==> src/logic/pcs_pkg.sv <==
package pcs_pkg;

  // input word as it arrives, data above its per-byte control flags
  typedef struct packed {
    logic [63:0] data;
    logic [7:0]  ctrl;
  } xgmii_word_t;

  // 66-bit block, sync header in the low bits
  typedef struct packed {
    logic [63:0] payload;
    logic [1:0]  sync;
  } block_t;

  parameter logic [1:0] sync_data = 2'b10;
  parameter logic [1:0] sync_ctrl = 2'b01;

  // control characters
  parameter logic [7:0] char_idle  = 8'h07;
  parameter logic [7:0] char_start = 8'hfb;
  parameter logic [7:0] char_term  = 8'hfd;
  parameter logic [7:0] char_error = 8'h1e;

  // block type field, first payload byte of a control block
  parameter logic [7:0] btype_idle  = 8'h1e;
  parameter logic [7:0] btype_start = 8'h78;
  parameter logic [7:0] btype_term0 = 8'h87;  // terminate in byte 0
  parameter logic [7:0] btype_term1 = 8'h99;
  parameter logic [7:0] btype_term2 = 8'haa;
  parameter logic [7:0] btype_term3 = 8'hb4;
  parameter logic [7:0] btype_term4 = 8'hcc;
  parameter logic [7:0] btype_term5 = 8'hd2;
  parameter logic [7:0] btype_term6 = 8'he1;
  parameter logic [7:0] btype_term7 = 8'hff;  // terminate in byte 7

  // scrambler state after reset
  parameter logic [57:0] scram_seed = '1;

endpackage

==> src/logic/block_collector.sv <==
`timescale 1ns/100ps

module block_collector #(
  parameter int LANES = 4
) (
  input  logic                              ck,
  input  logic                              arst_n,
  input  logic [LANES-1:0]                  lane_out_valid,
  output logic [LANES-1:0]                  lane_out_ready,
  input  pcs_pkg::block_t [LANES-1:0]       lane_out_block,
  output logic                              blk_valid,
  input  logic                              blk_ready,
  output pcs_pkg::block_t                   blk
);

  localparam int PTR_W = (LANES > 1) ? $clog2(LANES) : 1;

  logic [PTR_W-1:0] ptr;  // same sequence as the dispatcher

  // wait on the selected lane only, keeps input order
  assign blk_valid      = lane_out_valid[ptr];
  assign blk            = lane_out_block[ptr];
  assign lane_out_ready = LANES'(blk_ready) << ptr;

  always_ff @(posedge ck or negedge arst_n)
  begin
    if (!arst_n)
      ptr <= '0;
    else if (blk_valid && blk_ready)
    begin
      if (ptr == PTR_W'(LANES - 1))
        ptr <= '0;
      else
        ptr <= ptr + 1'b1;
    end
  end

endmodule

==> src/logic/block_dispatch.sv <==
`timescale 1ns/100ps

module block_dispatch #(
  parameter int LANES = 4
) (
  input  logic                 ck,
  input  logic                 arst_n,
  input  logic                 word_valid,
  output logic                 word_ready,
  input  pcs_pkg::xgmii_word_t word,
  output logic [LANES-1:0]     lane_in_valid,
  input  logic [LANES-1:0]     lane_in_ready,
  output logic [63:0]          lane_in_data,
  output logic [7:0]           lane_in_ctrl
);

  localparam int PTR_W = (LANES > 1) ? $clog2(LANES) : 1;

  logic [PTR_W-1:0] ptr;  // lane that takes the next word

  // payload fans out, only one valid is ever high
  assign lane_in_data  = word.data;
  assign lane_in_ctrl  = word.ctrl;
  assign lane_in_valid = LANES'(word_valid) << ptr;
  assign word_ready    = lane_in_ready[ptr];

  always_ff @(posedge ck or negedge arst_n)
  begin
    if (!arst_n)
      ptr <= '0;
    else if (word_valid && word_ready)
    begin
      if (ptr == PTR_W'(LANES - 1))
        ptr <= '0;
      else
        ptr <= ptr + 1'b1;
    end
  end

endmodule

==> src/logic/block_encoder.sv <==
`timescale 1ns/100ps

module block_encoder (
  input  logic            ck,
  input  logic            arst_n,
  input  logic            in_valid,
  output logic            in_ready,
  input  logic [63:0]     in_data,
  input  logic [7:0]      in_ctrl,
  output logic            out_valid,
  input  logic            out_ready,
  output pcs_pkg::block_t out_block
);

  // indexed by terminate position
  localparam logic [7:0][7:0] term_types = {
    pcs_pkg::btype_term7, pcs_pkg::btype_term6,
    pcs_pkg::btype_term5, pcs_pkg::btype_term4,
    pcs_pkg::btype_term3, pcs_pkg::btype_term2,
    pcs_pkg::btype_term1, pcs_pkg::btype_term0
  };

  pcs_pkg::block_t enc_block;
  logic            idle_hit;
  logic            start_hit;
  logic            term_hit;
  logic [63:0]     term_payload;

  assign in_ready = !out_valid || out_ready;

  assign idle_hit = (in_ctrl == 8'hff) && (in_data[7:0] == pcs_pkg::char_idle)
                    && (in_data[63:56] == pcs_pkg::char_idle);
  assign start_hit = (in_ctrl == 8'h01) && (in_data[7:0] == pcs_pkg::char_start);

  // terminate at byte k: upper 8-k bytes are control, byte k is the terminate char
  always_comb
  begin
    term_hit     = 1'b0;
    term_payload = '0;
    for (int k = 0; k < 8; k++)
    begin
      if (in_ctrl == (8'hff << k) && in_data[8*k +: 8] == pcs_pkg::char_term)
      begin
        term_hit     = 1'b1;
        // k data bytes shifted above the type byte, rest zero
        term_payload = ({in_data[55:0], 8'h00} & (((64'd1 << (8*k)) - 64'd1) << 8))
                       | {56'd0, term_types[k]};
      end
    end
  end

  always_comb
  begin
    enc_block.sync    = pcs_pkg::sync_ctrl;
    enc_block.payload = {8{pcs_pkg::char_error}};  // error block by default
    if (in_ctrl == 8'h00)
    begin
      enc_block.sync    = pcs_pkg::sync_data;
      enc_block.payload = in_data;
    end
    else if (idle_hit)
      enc_block.payload = {56'd0, pcs_pkg::btype_idle};
    else if (start_hit)
      enc_block.payload = {in_data[63:8], pcs_pkg::btype_start};
    else if (term_hit)
      enc_block.payload = term_payload;
  end

  always_ff @(posedge ck or negedge arst_n)
  begin
    if (!arst_n)
      out_valid <= 1'b0;
    else if (in_ready)
      out_valid <= in_valid;
  end

  always_ff @(posedge ck)
  begin
    if (in_valid && in_ready)
      out_block <= enc_block;
  end

endmodule

==> src/logic/block_scrambler.sv <==
`timescale 1ns/100ps

module block_scrambler (
  input  logic            ck,
  input  logic            arst_n,
  input  logic            in_valid,
  output logic            in_ready,
  input  pcs_pkg::block_t in_block,
  output logic            out_valid,
  input  logic            out_ready,
  output pcs_pkg::block_t out_block
);

  logic [57:0] state;       // last 58 scrambled bits, newest in bit 0
  logic [57:0] next_state;
  logic [63:0] scr;
  logic        accept;

  assign in_ready = !out_valid || out_ready;
  assign accept   = in_valid && in_ready;

  always_comb
  begin
    next_state = state;
    for (int i = 0; i < 64; i++)
    begin
      scr[i]     = in_block.payload[i] ^ next_state[38] ^ next_state[57];
      next_state = {next_state[56:0], scr[i]};  // output bit feeds back
    end
  end

  always_ff @(posedge ck or negedge arst_n)
  begin
    if (!arst_n)
    begin
      out_valid <= 1'b0;
      state     <= pcs_pkg::scram_seed;
    end
    else
    begin
      if (in_ready)
        out_valid <= in_valid;
      if (accept)
        state <= next_state;
    end
  end

  always_ff @(posedge ck)
  begin
    if (accept)
      out_block <= {scr, in_block.sync};  // header unscrambled
  end

endmodule

==> src/logic/pcs_lane.sv <==
`timescale 1ns/100ps

module pcs_lane (
  input  logic            ck,
  input  logic            arst_n,
  input  logic            in_valid,
  output logic            in_ready,
  input  logic [63:0]     in_data,
  input  logic [7:0]      in_ctrl,
  output logic            out_valid,
  input  logic            out_ready,
  output pcs_pkg::block_t out_block
);

  // between encoder and scrambler
  logic            enc_valid;
  logic            enc_ready;
  pcs_pkg::block_t enc_block;

  block_encoder u_encoder (
    .ck        (ck),
    .arst_n    (arst_n),
    .in_valid  (in_valid),
    .in_ready  (in_ready),
    .in_data   (in_data),
    .in_ctrl   (in_ctrl),
    .out_valid (enc_valid),
    .out_ready (enc_ready),
    .out_block (enc_block)
  );

  // own scrambler state per lane
  block_scrambler u_scrambler (
    .ck        (ck),
    .arst_n    (arst_n),
    .in_valid  (enc_valid),
    .in_ready  (enc_ready),
    .in_block  (enc_block),
    .out_valid (out_valid),
    .out_ready (out_ready),
    .out_block (out_block)
  );

endmodule

==> src/logic/pcs_tx_top.sv <==
`timescale 1ns/100ps

module pcs_tx_top #(
  parameter int LANES = 4
) (
  input  logic        ck,
  input  logic        arst_n,
  input  logic        in_valid,
  output logic        in_ready,
  input  logic [63:0] in_data,
  input  logic [7:0]  in_ctrl,
  output logic        out_valid,
  input  logic        out_ready,
  output logic [65:0] out_block
);

  logic                         word_valid;
  logic                         word_ready;
  pcs_pkg::xgmii_word_t         word;
  logic [LANES-1:0]             lane_in_valid;
  logic [LANES-1:0]             lane_in_ready;
  logic [63:0]                  lane_in_data;
  logic [7:0]                   lane_in_ctrl;
  logic [LANES-1:0]             lane_out_valid;
  logic [LANES-1:0]             lane_out_ready;
  pcs_pkg::block_t [LANES-1:0]  lane_out_block;
  logic                         blk_valid;
  logic                         blk_ready;
  pcs_pkg::block_t              blk;

  reg_slice #(.payload_t(pcs_pkg::xgmii_word_t)) u_in_slice (
    .ck (ck), .arst_n (arst_n),
    .in_valid (in_valid), .in_ready (in_ready), .in_payload ({in_data, in_ctrl}),
    .out_valid (word_valid), .out_ready (word_ready), .out_payload (word)
  );

  block_dispatch #(.LANES(LANES)) u_dispatch (
    .ck (ck), .arst_n (arst_n),
    .word_valid (word_valid), .word_ready (word_ready), .word (word),
    .lane_in_valid (lane_in_valid), .lane_in_ready (lane_in_ready),
    .lane_in_data (lane_in_data), .lane_in_ctrl (lane_in_ctrl)
  );

  for (genvar i = 0; i < LANES; i++)
  begin : g_lane
    pcs_lane u_lane (
      .ck (ck), .arst_n (arst_n),
      .in_valid (lane_in_valid[i]), .in_ready (lane_in_ready[i]),
      .in_data (lane_in_data), .in_ctrl (lane_in_ctrl),
      .out_valid (lane_out_valid[i]), .out_ready (lane_out_ready[i]),
      .out_block (lane_out_block[i])
    );
  end

  block_collector #(.LANES(LANES)) u_collector (
    .ck (ck), .arst_n (arst_n),
    .lane_out_valid (lane_out_valid), .lane_out_ready (lane_out_ready),
    .lane_out_block (lane_out_block),
    .blk_valid (blk_valid), .blk_ready (blk_ready), .blk (blk)
  );

  reg_slice #(.payload_t(pcs_pkg::block_t)) u_out_slice (
    .ck (ck), .arst_n (arst_n),
    .in_valid (blk_valid), .in_ready (blk_ready), .in_payload (blk),
    .out_valid (out_valid), .out_ready (out_ready), .out_payload (out_block)
  );

endmodule

==> src/logic/reg_slice.sv <==
`timescale 1ns/100ps

module reg_slice #(
  parameter type payload_t = logic [7:0]
) (
  input  logic     ck,
  input  logic     arst_n,
  input  logic     in_valid,
  output logic     in_ready,
  input  payload_t in_payload,
  output logic     out_valid,
  input  logic     out_ready,
  output payload_t out_payload
);

  logic     main_valid;
  logic     skid_valid;
  payload_t main_q;
  payload_t skid_q;
  logic     main_load;  // main register free this cycle

  assign main_load   = out_ready || !main_valid;
  assign in_ready    = !skid_valid;  // purely registered
  assign out_valid   = main_valid;
  assign out_payload = main_q;

  always_ff @(posedge ck or negedge arst_n)
  begin
    if (!arst_n)
    begin
      main_valid <= 1'b0;
      skid_valid <= 1'b0;
    end
    else if (main_load)
    begin
      main_valid <= skid_valid || in_valid;  // skid word goes first
      skid_valid <= 1'b0;
    end
    else if (in_valid && in_ready)
      skid_valid <= 1'b1;  // output stalled, park the word
  end

  always_ff @(posedge ck)
  begin
    if (main_load)
      main_q <= skid_valid ? skid_q : in_payload;
    if (!main_load && in_valid && in_ready)
      skid_q <= in_payload;
  end

endmodule

==> config.mk <==
export PLATFORM = sky130hd
export DESIGN_NAME = pcs_tx_top
export DESIGN_NICKNAME = d
export VERILOG_FILES = /design/src/logic/pcs_pkg.sv /design/src/logic/block_collector.sv /design/src/logic/block_dispatch.sv /design/src/logic/block_encoder.sv /design/src/logic/block_scrambler.sv /design/src/logic/pcs_lane.sv /design/src/logic/pcs_tx_top.sv /design/src/logic/reg_slice.sv
export SDC_FILE = /design/constraint.sdc
export NUM_CORES = 1
export LEC_CHECK = 0
export ABC_AREA = 0
export BUFFER_PORTS_ARGS = -buffer_cell sky130_fd_sc_hd__buf_2
export CAP_MARGIN = 10
export CORE_ASPECT_RATIO = 0.8
export CORE_MARGIN = 8
export CORE_UTILIZATION = 25
export CTS_CLUSTER_DIAMETER = 120
export DETAILED_ROUTE_END_ITERATION = 7
export HOLD_SLACK_MARGIN = 0.08
export SYNTH_ARGS = -nofsm -noshare
export SYNTH_HDL_FRONTEND = slang
export SYNTH_SLANG_ARGS = --single-unit
export TNS_END_PERCENT = 100
==> constraint.sdc <==
create_clock -name ck -period 12.7 [get_ports ck]
set_clock_uncertainty 0.1 [all_clocks]
set_input_delay 0.635 -clock ck [delete_from_list [all_inputs] [get_ports ck]]
set_output_delay 0.635 -clock ck [all_outputs]
set_load 0.01 [all_outputs]
# ---- Word-level counts from Yosys, hierarchy flattened
# Index checks and enable logic that the tools add are counted.
dict set report totals {
  inputBits 76
  register_bits 1052
  wordCells 672
}
dict set report classes {
  reduce_logical 55
  n_bitwise 512
  n_shift 2
  addsub 2
  n_mux 35
  n_eq_ne 22
  n_lt_le_gt_ge 2
}
# cell n
set ops {}
lappend ops {{bitwise XOR 1 bit} 512}
lappend ops {{2-to-1 mux 64 bit} 5}
lappend ops {{equality test 8 bit, second input constant} 17}
lappend ops {{binary-select mux 66 bit (select 2 bit)} 1}
lappend ops {{2-to-1 mux 66 bit} 2}
lappend ops {{2-to-1 mux 72 bit} 1}
lappend ops {{2-to-1 mux 56 bit} 1}
lappend ops {{2-to-1 mux 48 bit} 1}
lappend ops {{2-to-1 mux 40 bit} 1}
lappend ops {{2-to-1 mux 32 bit} 1}
lappend ops {{logical AND 1 bit} 26}
lappend ops {{2-to-1 mux 24 bit} 1}
lappend ops {{equality test 8 x 3 -> 1 bit, second input constant} 2}
lappend ops {{2-to-1 mux 16 bit} 1}
lappend ops {{logical NOT 1 bit} 14}
lappend ops {{2-to-1 mux 1 bit} 14}
lappend ops {{logical OR 1 bit} 12}
lappend ops {{equality test 8 x 1 -> 1 bit, second input constant} 1}
lappend ops {{logical NOT 8 bit} 1}
lappend ops {{2-to-1 mux 8 bit} 1}
lappend ops {{<< shifter 1 x 2 -> 4 bit} 2}
lappend ops {{less-than comparator 2 x 3 -> 1 bit, second input constant} 2}
lappend ops {{2-to-1 mux 2 bit} 3}
lappend ops {{adder 2 x 1 -> 2 bit, second input constant} 2}
lappend ops {{other kinds (3)} 6}

# ---- Longest topological paths before layout
# Gate-level depths: netlist (run 1).
dict set report depth {
  word_depth 14
  mapped_depth 8
  depth_no_buf 8
}

# ---- Hierarchy
# A second synthesis (run 1) with hierarchy kept.
dict set report unflattened {
  cells_unflattened 3103
  hier_area_um2 49478.7
}
# module instances cells_each area_per_inst_um2 seq_area_each_um2
set modules_own_cells {}
lappend modules_own_cells {block_scrambler 4 302 5646.7 3530.9}
lappend modules_own_cells {block_encoder 4 314 3508.4 2006.9}
lappend modules_own_cells {{reg_slice (u_in_slice)} 1 232 5467.7 4374.2}
lappend modules_own_cells {{reg_slice (u_out_slice)} 1 214 4870.9 4013.8}
lappend modules_own_cells {block_collector 1 101 1786.7 50.0}
lappend modules_own_cells {block_dispatch 1 92 733.2 50.0}

# ---- Least setup slack after synthesis (run 1)
# No wires, ideal clock.
dict set report synth_path {
  path_kind {flip-flop to flip-flop}
  start {register u_collector.ptr[1]}
  end {register u_in_slice.skid_q[0] (netlist bit), enable pin}
  required_ns 11.994
  stages_incl_launch_ff 8
  n_path_buf 1
  arrival_time_ns 8.228
  slack_ns 3.766
  cell_sequence {dfrtp_1 -> clkbuf_1 -> or3b_2 -> nand3_1 -> mux2i_1 -> mux2_2 -> nand2_1 -> nor3b_1}
}
dict set report synth_between {
  elab_chain_len 9
}
# element line
set synth_lines {}
lappend synth_lines {{start: declaration} block_collector.sv:18} ;# logic [PTR_W-1:0] ptr;
lappend synth_lines {{start signal: assignment} block_collector.sv:34} ;# ptr <= ptr + 1'b1;
lappend synth_lines {{<< shifter 1 x 2 -> 4 bit *} block_collector.sv:23} ;# assign lane_out_ready = LANES'(blk_ready) << ptr;
lappend synth_lines {{logical OR 1 bit} block_scrambler.sv:19} ;# assign in_ready = !out_valid || out_ready;
lappend synth_lines {{logical OR 1 bit} block_encoder.sv:29} ;# assign in_ready = !out_valid || out_ready;
lappend synth_lines {{binary-select mux 1 bit (select 2 bit) *} block_dispatch.sv:25} ;# assign word_ready = lane_in_ready[ptr];
lappend synth_lines {{2-to-1 mux 1 bit (not written as such) *} block_dispatch.sv:25}
lappend synth_lines {{logical OR 1 bit *} reg_slice.sv:22} ;# assign main_load = out_ready || !main_valid;
lappend synth_lines {{logical NOT 1 bit *} reg_slice.sv:47} ;# if (!main_load && in_valid && in_ready)
lappend synth_lines {{logical AND 1 bit * (2 in series)} reg_slice.sv:47}
lappend synth_lines {{end signal: assignment} reg_slice.sv:48} ;# skid_q <= in_payload;
lappend synth_lines {{end: declaration} reg_slice.sv:19} ;# payload_t skid_q;
# Mark *: on every way between the ends. The rest lies on a longest branch, timed or not. The select of a mux whose other input is x is not followed.
# A chain may end at the register's enable or synchronous reset.

# ---- Final worst setup path (run 1)
dict set report layout_path {
  start {register u_collector.ptr[1]}
  end {register u_in_slice.skid_q[42] (netlist bit), enable pin}
}
# Same word-level chain as after synthesis.

==> results of run 1 <==
## metal layers
metal	part of all wire, %	vias up	wire [um]
li1	-	9821	-
met4	1.8	0	2010
met5	0	-	0
met3	6.3	131	7160
met1	49	11460	55800
met2	43	693	49600
## kinds of logic after synthesis
logic type / after synthesis
adders and majority gates: 2
AOI/OAI and AO/OA: 142
muxes: 352
DFF: 1052
buffers and inverters: 162
xor gates and xnor gates: 512
and+or+nand+nor: 326
## synth_stat cells, types with 28 or more instances
cell type	number	area (um^2)
mux2_2	283	3190
a22o_1	28	245
dfstp_2	232	6100
nor2_1	30	113
xor2_1	146	1280
inv_1	83	312
clkbuf_1	45	169
mux4_2	67	1510
xnor2_1	366	3210
edfxtp_1	804	24100
o21ai_0	80	400
nand2_1	213	800
## flip-flops by register name, summed over array words and instances, names as in the netlist, 2 cells and up
| signal | count |
|---|---|
| u_collector.ptr | 2 |
| g_lane.u_lane.u_scrambler.out_valid | 4 |
| u_out_slice.skid_q | 66 |
| u_dispatch.ptr | 2 |
| g_lane.u_lane.u_scrambler.state | 232 |
| g_lane.u_lane.u_encoder.out_block | 264 |
| u_in_slice.skid_q | 72 |
| u_in_slice.out_payload | 72 |
| u_out_slice.out_payload | 66 |
| g_lane.u_lane.u_scrambler.out_block | 264 |
| g_lane.u_lane.u_encoder.out_valid | 4 |
## final cells by class
type,instances,area share [%]
Antenna cell,4,0.0198
Clock buffer,154,5.83
Clock inverter,42,0.922
Inverter,85,0.643
Multi-Input combinational cell,1334,23.0
Sequential cell,1052,60.6
Tap cell,2277,5.63
Timing Repair Buffer,250,3.39
## per-stage QoR
stage               power, mW  setup slack, ns  instances  instance area, um^2
finish                   15.0             8.74       5198                50600
global route             15.8             8.49       5194                50600
CTS                      15.2             8.63       5194                50600
detailed placement       12.1             8.69       4924                46400
global placement         12.0             8.77       4924                46400
floorplan                9.97             3.77       2548                42800
## how the worst max path moves through the flow
stage	start	to	slack [ns]	cells after the start
finish	u_collector.ptr[1]$_DFFE_PN0P_	u_in_slice.skid_q[42]$_DFFE_PP_	8.74	6
global route	u_collector.ptr[1]$_DFFE_PN0P_	u_in_slice.skid_q[34]$_DFFE_PP_	8.49	7
CTS	u_collector.ptr[1]$_DFFE_PN0P_	u_in_slice.skid_q[15]$_DFFE_PP_	8.63	6
detailed placement	u_collector.ptr[1]$_DFFE_PN0P_	u_in_slice.skid_q[34]$_DFFE_PP_	8.69	6
global placement	u_collector.ptr[1]$_DFFE_PN0P_	u_in_slice.skid_q[34]$_DFFE_PP_	8.77	6
floorplan	u_collector.ptr[1]$_DFFE_PN0P_	u_in_slice.skid_q[0]$_DFFE_PP_	3.77	7
## power groups by stage
stage / Clock [mW] / Sequential, mW / Combinational (mW)
after floorplan: 0 / 6.51 / 3.47
after global placement: 0 / 6.78 / 5.20
after detailed placement: 0 / 6.81 / 5.24
after CTS: 3.15 / 6.75 / 5.29
after global routing: 3.28 / 6.87 / 5.61
final: 3.08 / 6.74 / 5.20
## worst reg2reg max path: cells and delay by family (launching register included)
kind	cells	cell delay [ns]
flops	1	0.88
buf+inv	1	0.75
mux	2	0.51
simple gates	2	0.86
compound gates	1	0.38
==> impl_metrics.env, run 1 <==
export IMPL_outcome="finished clean"
export IMPL_drtIter0Drc=2399
export IMPL_start_kind="flop"
export IMPL_multiInputGateArea_um2=11600
export IMPL_power_leakage_nw=16.8
export IMPL_layout_commonest_cell="edfxtp_1"
export IMPL_ctsHoldBuffers=74
export IMPL_synth_fa_ha_area_share_pct=0.0584
export IMPL_grt_pass1_wl_um=164000
export IMPL_worst_skew_pair_late_latency_ns=0.72
export IMPL_antenna_left=0
export IMPL_yosys_cell_types_count=51
export IMPL_setup_tns_ns=0
export IMPL_drv_cap=0
export IMPL_hold_depth=0
export IMPL_antenna_found_initial=5
export IMPL_syn_area_per_cell_um2=16.8
export IMPL_drive_gt1_share_pct=32.2
export IMPL_peakVddDrop_uv=135
export IMPL_firstDrtPassIters=6
export IMPL_seqCellArea_um2=30700
export IMPL_slew_headroom_pct=26.1
export IMPL_worst_path_buf_inv=1
export IMPL_use_met1_pct=18.1
export IMPL_swShare_pct=35.4
export IMPL_htreeDepth=3
export IMPL_die_x_um=479
export IMPL_crit_chain="o311ai_0 -> mux2i_1 -> mux2_2 -> nand2_4 -> nor3b_2 -> buf_4"
export IMPL_dieHeight_um=386
export IMPL_p_comb_share_pct=34.6
export IMPL_synth_edf_count=804
export IMPL_fin_crit_ns=3.96
export IMPL_place_gp_congestion=0.862
export IMPL_netlist_area_um2=42800
export IMPL_ctsResizeCount=0
export IMPL_reg2regPathDepth=6
export IMPL_grt_max_degree=77
export IMPL_syn_nets=2626
export IMPL_synth_xor_area_share_pct=10.5
export IMPL_rsz0062_at_grt="false"
export IMPL_synth_compound_area_share_pct=1.98
export IMPL_clockPowerShare_pct=20.5
export IMPL_tightestPinTransition_ns=1.10
export IMPL_top_usage_layer="met1"
export IMPL_wire_per_inst_um=22.0
export IMPL_cts_sinks=1052
export IMPL_endpoint_kind="flop"
export IMPL_pwr_share_seq_pct=44.9
export IMPL_grt_pass1_vias=22178
export IMPL_dpl_hpwl_um=81300
export IMPL_rr_startpoint="u_collector.ptr[1]$_DFFE_PN0P_"
export IMPL_clock_path_buffers=3
export IMPL_fin_util_pct=29.6
export IMPL_min_to="g_lane[2].u_lane.u_scrambler.out_block[0]$_DFFE_PP_"
export IMPL_netlist_instances=2548
export IMPL_p_per_area_nw_per_um2=297
export IMPL_syn2layout_area_growth_pct=18.2
export IMPL_vias=22105
export IMPL_synthArstFlopShare_pct=23.6
export IMPL_cp_slowest_cell="dfrtp_4"
export IMPL_ys_warnings_count=0
export IMPL_routed_via_density=4.25
export IMPL_clock_root_buffer="clkbuf_16"
export IMPL_cts_tree="built"
export IMPL_criticalPathCategory="reg -> reg"
export IMPL_num_io_pins=144
export IMPL_fp_dieArea_um2=185000
export IMPL_drv_slew=0
export IMPL_track_usage_pct=12.1
export IMPL_finalWirelength_um=115000
export IMPL_synthMuxAreaShare_pct=11.0
export IMPL_min_period_over_period_pct=31.2
export IMPL_crit_required_ns=12.92
export IMPL_initial_core_util_pct=25.0
export IMPL_fill_cells=16867
export IMPL_crit_arrival_ns=4.18
export IMPL_portBuffers=143
export IMPL_gr_usage_met2_pct=18.0
export IMPL_setup_violations=0
export IMPL_hold_ws_ns=0.322
export IMPL_numCtsBuffers=103
export IMPL_hold_viol=0
export IMPL_layout_common_cells="edfxtp_1, xnor2_1, mux2_2"
export IMPL_core_area_um2=171000
export IMPL_rows=136
export IMPL_reg2reg_slack_ns=8.74
export IMPL_ys_flop_type="edfxtp_1"
export IMPL_synth_seq_area_share_pct=71.5
export IMPL_met3_usage_pct=2.58
export IMPL_p_sw_mw=5.31
export IMPL_nNetsFinal=2904
export IMPL_drc=0
export IMPL_ys_ff_latch=1052
export IMPL_max_stage_delay_ns=0.88
export IMPL_critPathTopFamily="flip-flops"
export IMPL_synthSimpleGateAreaFrac_pct=3.45
export IMPL_hp_start="g_lane[2].u_lane.u_encoder.out_block[0]$_DFFE_PP_"
export IMPL_path_clk_slew_ns=0.06
export IMPL_crit_path_max_fanout=75
export IMPL_synth_top_family_by_area="multiplexers"
export IMPL_intPower_mw=9.71
export IMPL_hold_class="reg -> reg"
export IMPL_post_cts_buffers=0
export IMPL_timing_rr_end="u_in_slice.skid_q[42]$_DFFE_PP_"
export IMPL_grt_overflow=0
export IMPL_fmax_mhz=253
Power figures use the tool's default switching activity.
==> run 2: changes to the inputs <==
==> constraint.sdc (replaced) <==
create_clock -name ck -period 3.7 [get_ports ck]
set_clock_uncertainty 0.1 [all_clocks]
set_input_delay 0.185 -clock ck [delete_from_list [all_inputs] [get_ports ck]]
set_output_delay 0.185 -clock ck [all_outputs]
set_load 0.01 [all_outputs]
==> run 2 against run 1 <==
Against the previous run: clock-buffer cell count rose by 1; core utilization rose by 0.39 points; sequential power rose to 3.4 times the previous value; first-iteration DRC count fell by 16%; via count rose by 2.7%; fmax rose by 23%; power rose to 3.5 times the previous value; largest power group unchanged.
==> impl_metrics.env, run 2 (synthesized netlist as in run 1, its figures left out) <==
export IMPL_drv_slew=0
export IMPL_die_x_um=479
export IMPL_antenna_found_initial=7
export IMPL_clock_root_buffer="clkbuf_16"
export IMPL_rr_startpoint="u_in_slice.out_payload[1]$_DFFE_PN_"
export IMPL_layout_commonest_cell="edfxtp_1"
export IMPL_fp_dieArea_um2=185000
export IMPL_grt_overflow=0
export IMPL_timing_rr_end="g_lane[2].u_lane.u_encoder.out_block[22]$_DFFE_PP_"
export IMPL_criticalPathCategory="reg -> reg"
export IMPL_max_stage_delay_ns=0.59
export IMPL_fmax_mhz=310
export IMPL_crit_path_max_fanout=8
export IMPL_start_kind="flop"
export IMPL_drtIter0Drc=2021
export IMPL_numCtsBuffers=105
export IMPL_num_io_pins=144
export IMPL_rsz0062_at_grt="false"
export IMPL_routed_via_density=4.32
export IMPL_slew_headroom_pct=31.2
export IMPL_worst_path_buf_inv=0
export IMPL_cts_tree="built"
export IMPL_firstDrtPassIters=5
export IMPL_peakVddDrop_uv=582
export IMPL_rows=136
export IMPL_portBuffers=143
export IMPL_hp_start="in_data[14]"
export IMPL_crit_arrival_ns=3.54
export IMPL_path_clk_slew_ns=0.06
export IMPL_total_power_mw=52.9
export IMPL_wire_per_inst_um=23.3
export IMPL_critPathTopFamily="simple AND/OR/NAND/NOR gates"
export IMPL_reg2regPathDepth=6
export IMPL_power_leakage_nw=17.1
export IMPL_layout_common_cells="edfxtp_1, xnor2_1, mux2_2"
export IMPL_min_period_over_period_pct=87.2
export IMPL_setup_tns_ns=0
export IMPL_reg2reg_slack_ns=0.47
export IMPL_grt_pass1_vias=22993
export IMPL_outcome="finished clean"
export IMPL_dpl_hpwl_um=86800
export IMPL_p_per_area_nw_per_um2=1030
export IMPL_grt_max_degree=75
export IMPL_fin_util_pct=30.0
export IMPL_crit_chain="or4_1 -> or4_4 -> and2b_4 -> nand4_1 -> nand2_1 -> a21oi_1"
export IMPL_fin_ws_ns=0.474
export IMPL_finalWirelength_um=122000
export IMPL_drv_cap=0
export IMPL_syn2layout_area_growth_pct=19.7
export IMPL_biggestRegsByFlops="g_lane.u_lane.u_encoder.out_block: 264 flops, g_lane.u_lane.u_scrambler.out_block: 264 flops, g_lane.u_lane.u_scrambler.state: 232 flops"
export IMPL_initial_core_util_pct=25.0
export IMPL_clock_path_buffers=3
export IMPL_place_gp_congestion=0.962
export IMPL_endpoint_kind="flop"
export IMPL_hold_ws_ns=0.130
export IMPL_tightestPinTransition_ns=1.02
export IMPL_vias=22699
export IMPL_hold_class="in -> reg"
export IMPL_track_usage_pct=12.9
export IMPL_worst_skew_pair_late_latency_ns=0.70
export IMPL_setup_violations=0
export IMPL_grt_pass1_wl_um=174000
export IMPL_drc=0
export IMPL_htreeDepth=3
export IMPL_crit_required_ns=4.02
export IMPL_dpl_worst_slack_ns=0.510
export IMPL_dieHeight_um=386
export IMPL_antenna_left=0
export IMPL_drive_gt1_share_pct=32.8
export IMPL_hold_viol=0
export IMPL_fin_crit_ns=3.23
export IMPL_core_area_um2=171000
export IMPL_hold_depth=2
export IMPL_min_to="u_in_slice.skid_q[22]$_DFFE_PP_"
export IMPL_cts_sinks=1052
export IMPL_nNetsFinal=2958
export IMPL_cp_slowest_cell="or4_1"
run 2: cell count changes in the layout (fill, tap and decap cells not counted), moves of 2 or more:
cell and delta:
buf_12 +20, dlygate4sd3_1 +17, buf_4 +15, clkinvlp_4 +4, nor3b_2 -3, nor3b_4 +3, clkbuf_16 +2, clkinv_1 +2
clkinv_4 -2, inv_16 -2, inv_6 +2, nor3_1 +2, nor3_2 -2
run 2: worst max path at each step:
stage          cells past startpoint  slack, ns                                                  to                           startpoint
4_1_cts                            6       0.49  g_lane[3].u_lane.u_encoder.out_block[22]$_DFFE_PP_  u_in_slice.out_payload[1]$_DFFE_PN_
5_1_grt                            6       0.39  g_lane[2].u_lane.u_encoder.out_block[22]$_DFFE_PP_  u_in_slice.out_payload[1]$_DFFE_PN_
2_1_floorplan                      7      -0.22                      u_in_slice.skid_q[0]$_DFFE_PP_       u_collector.ptr[0]$_DFFE_PN0P_
6_report                           6       0.47  g_lane[2].u_lane.u_encoder.out_block[22]$_DFFE_PP_  u_in_slice.out_payload[1]$_DFFE_PN_
3_3_place_gp                       6       0.54  g_lane[0].u_lane.u_encoder.out_block[22]$_DFFE_PP_  u_in_slice.out_payload[1]$_DFFE_PN_
3_5_place_dp                       6       0.51  g_lane[0].u_lane.u_encoder.out_block[22]$_DFFE_PP_  u_in_slice.out_payload[1]$_DFFE_PN_
run 2: repair_timing:
action                    CTS  global route
hold buffers               91             0
hold endpoints to repair  256             0
gates resized for setup     0             0
setup buffers               0             0
run 2: layout make-up:
cell class	count	area [um^2]
Sequential cell	1052	30700
Tap cell	2277	2850
Clock inverter	43	388
Multi-Input combinational cell	1334	11700
Clock buffer	155	3000
Fill cell	16846	120000
Antenna cell	3	7.51
Timing Repair Buffer	302	2400
Inverter	85	325
run 2: per-layer routing:
| metal | vias up | part of all wire (%) | track usage [%] |
|---|---|---|---|
| met2 | 887 | 43 | 19.1 |
| met3 | 152 | 7.8 | 3.20 |
| met5 | - | 0 | 0 |
| li1 | 9943 | - | - |
| met4 | 0 | 2.1 | 2.82 |
| met1 | 11717 | 47 | 19.0 |
run 2: per-stage QoR:
| stage | std cells | instance area [um^2] |
|---|---|---|
| floorplan | 2548 | 42900 |
| detailed placement | 4959 | 47000 |
| global route | 5248 | 51300 |
| CTS | 5248 | 51300 |
| finish | 5251 | 51300 |
| global placement | 4959 | 47000 |
run 2: where the power goes:
group	switching (mW)	internal, mW	total, mW
Clock	4.51	5.97	10.5
Sequential	3.17	20.1	23.2
Combinational	11.4	7.74	19.2
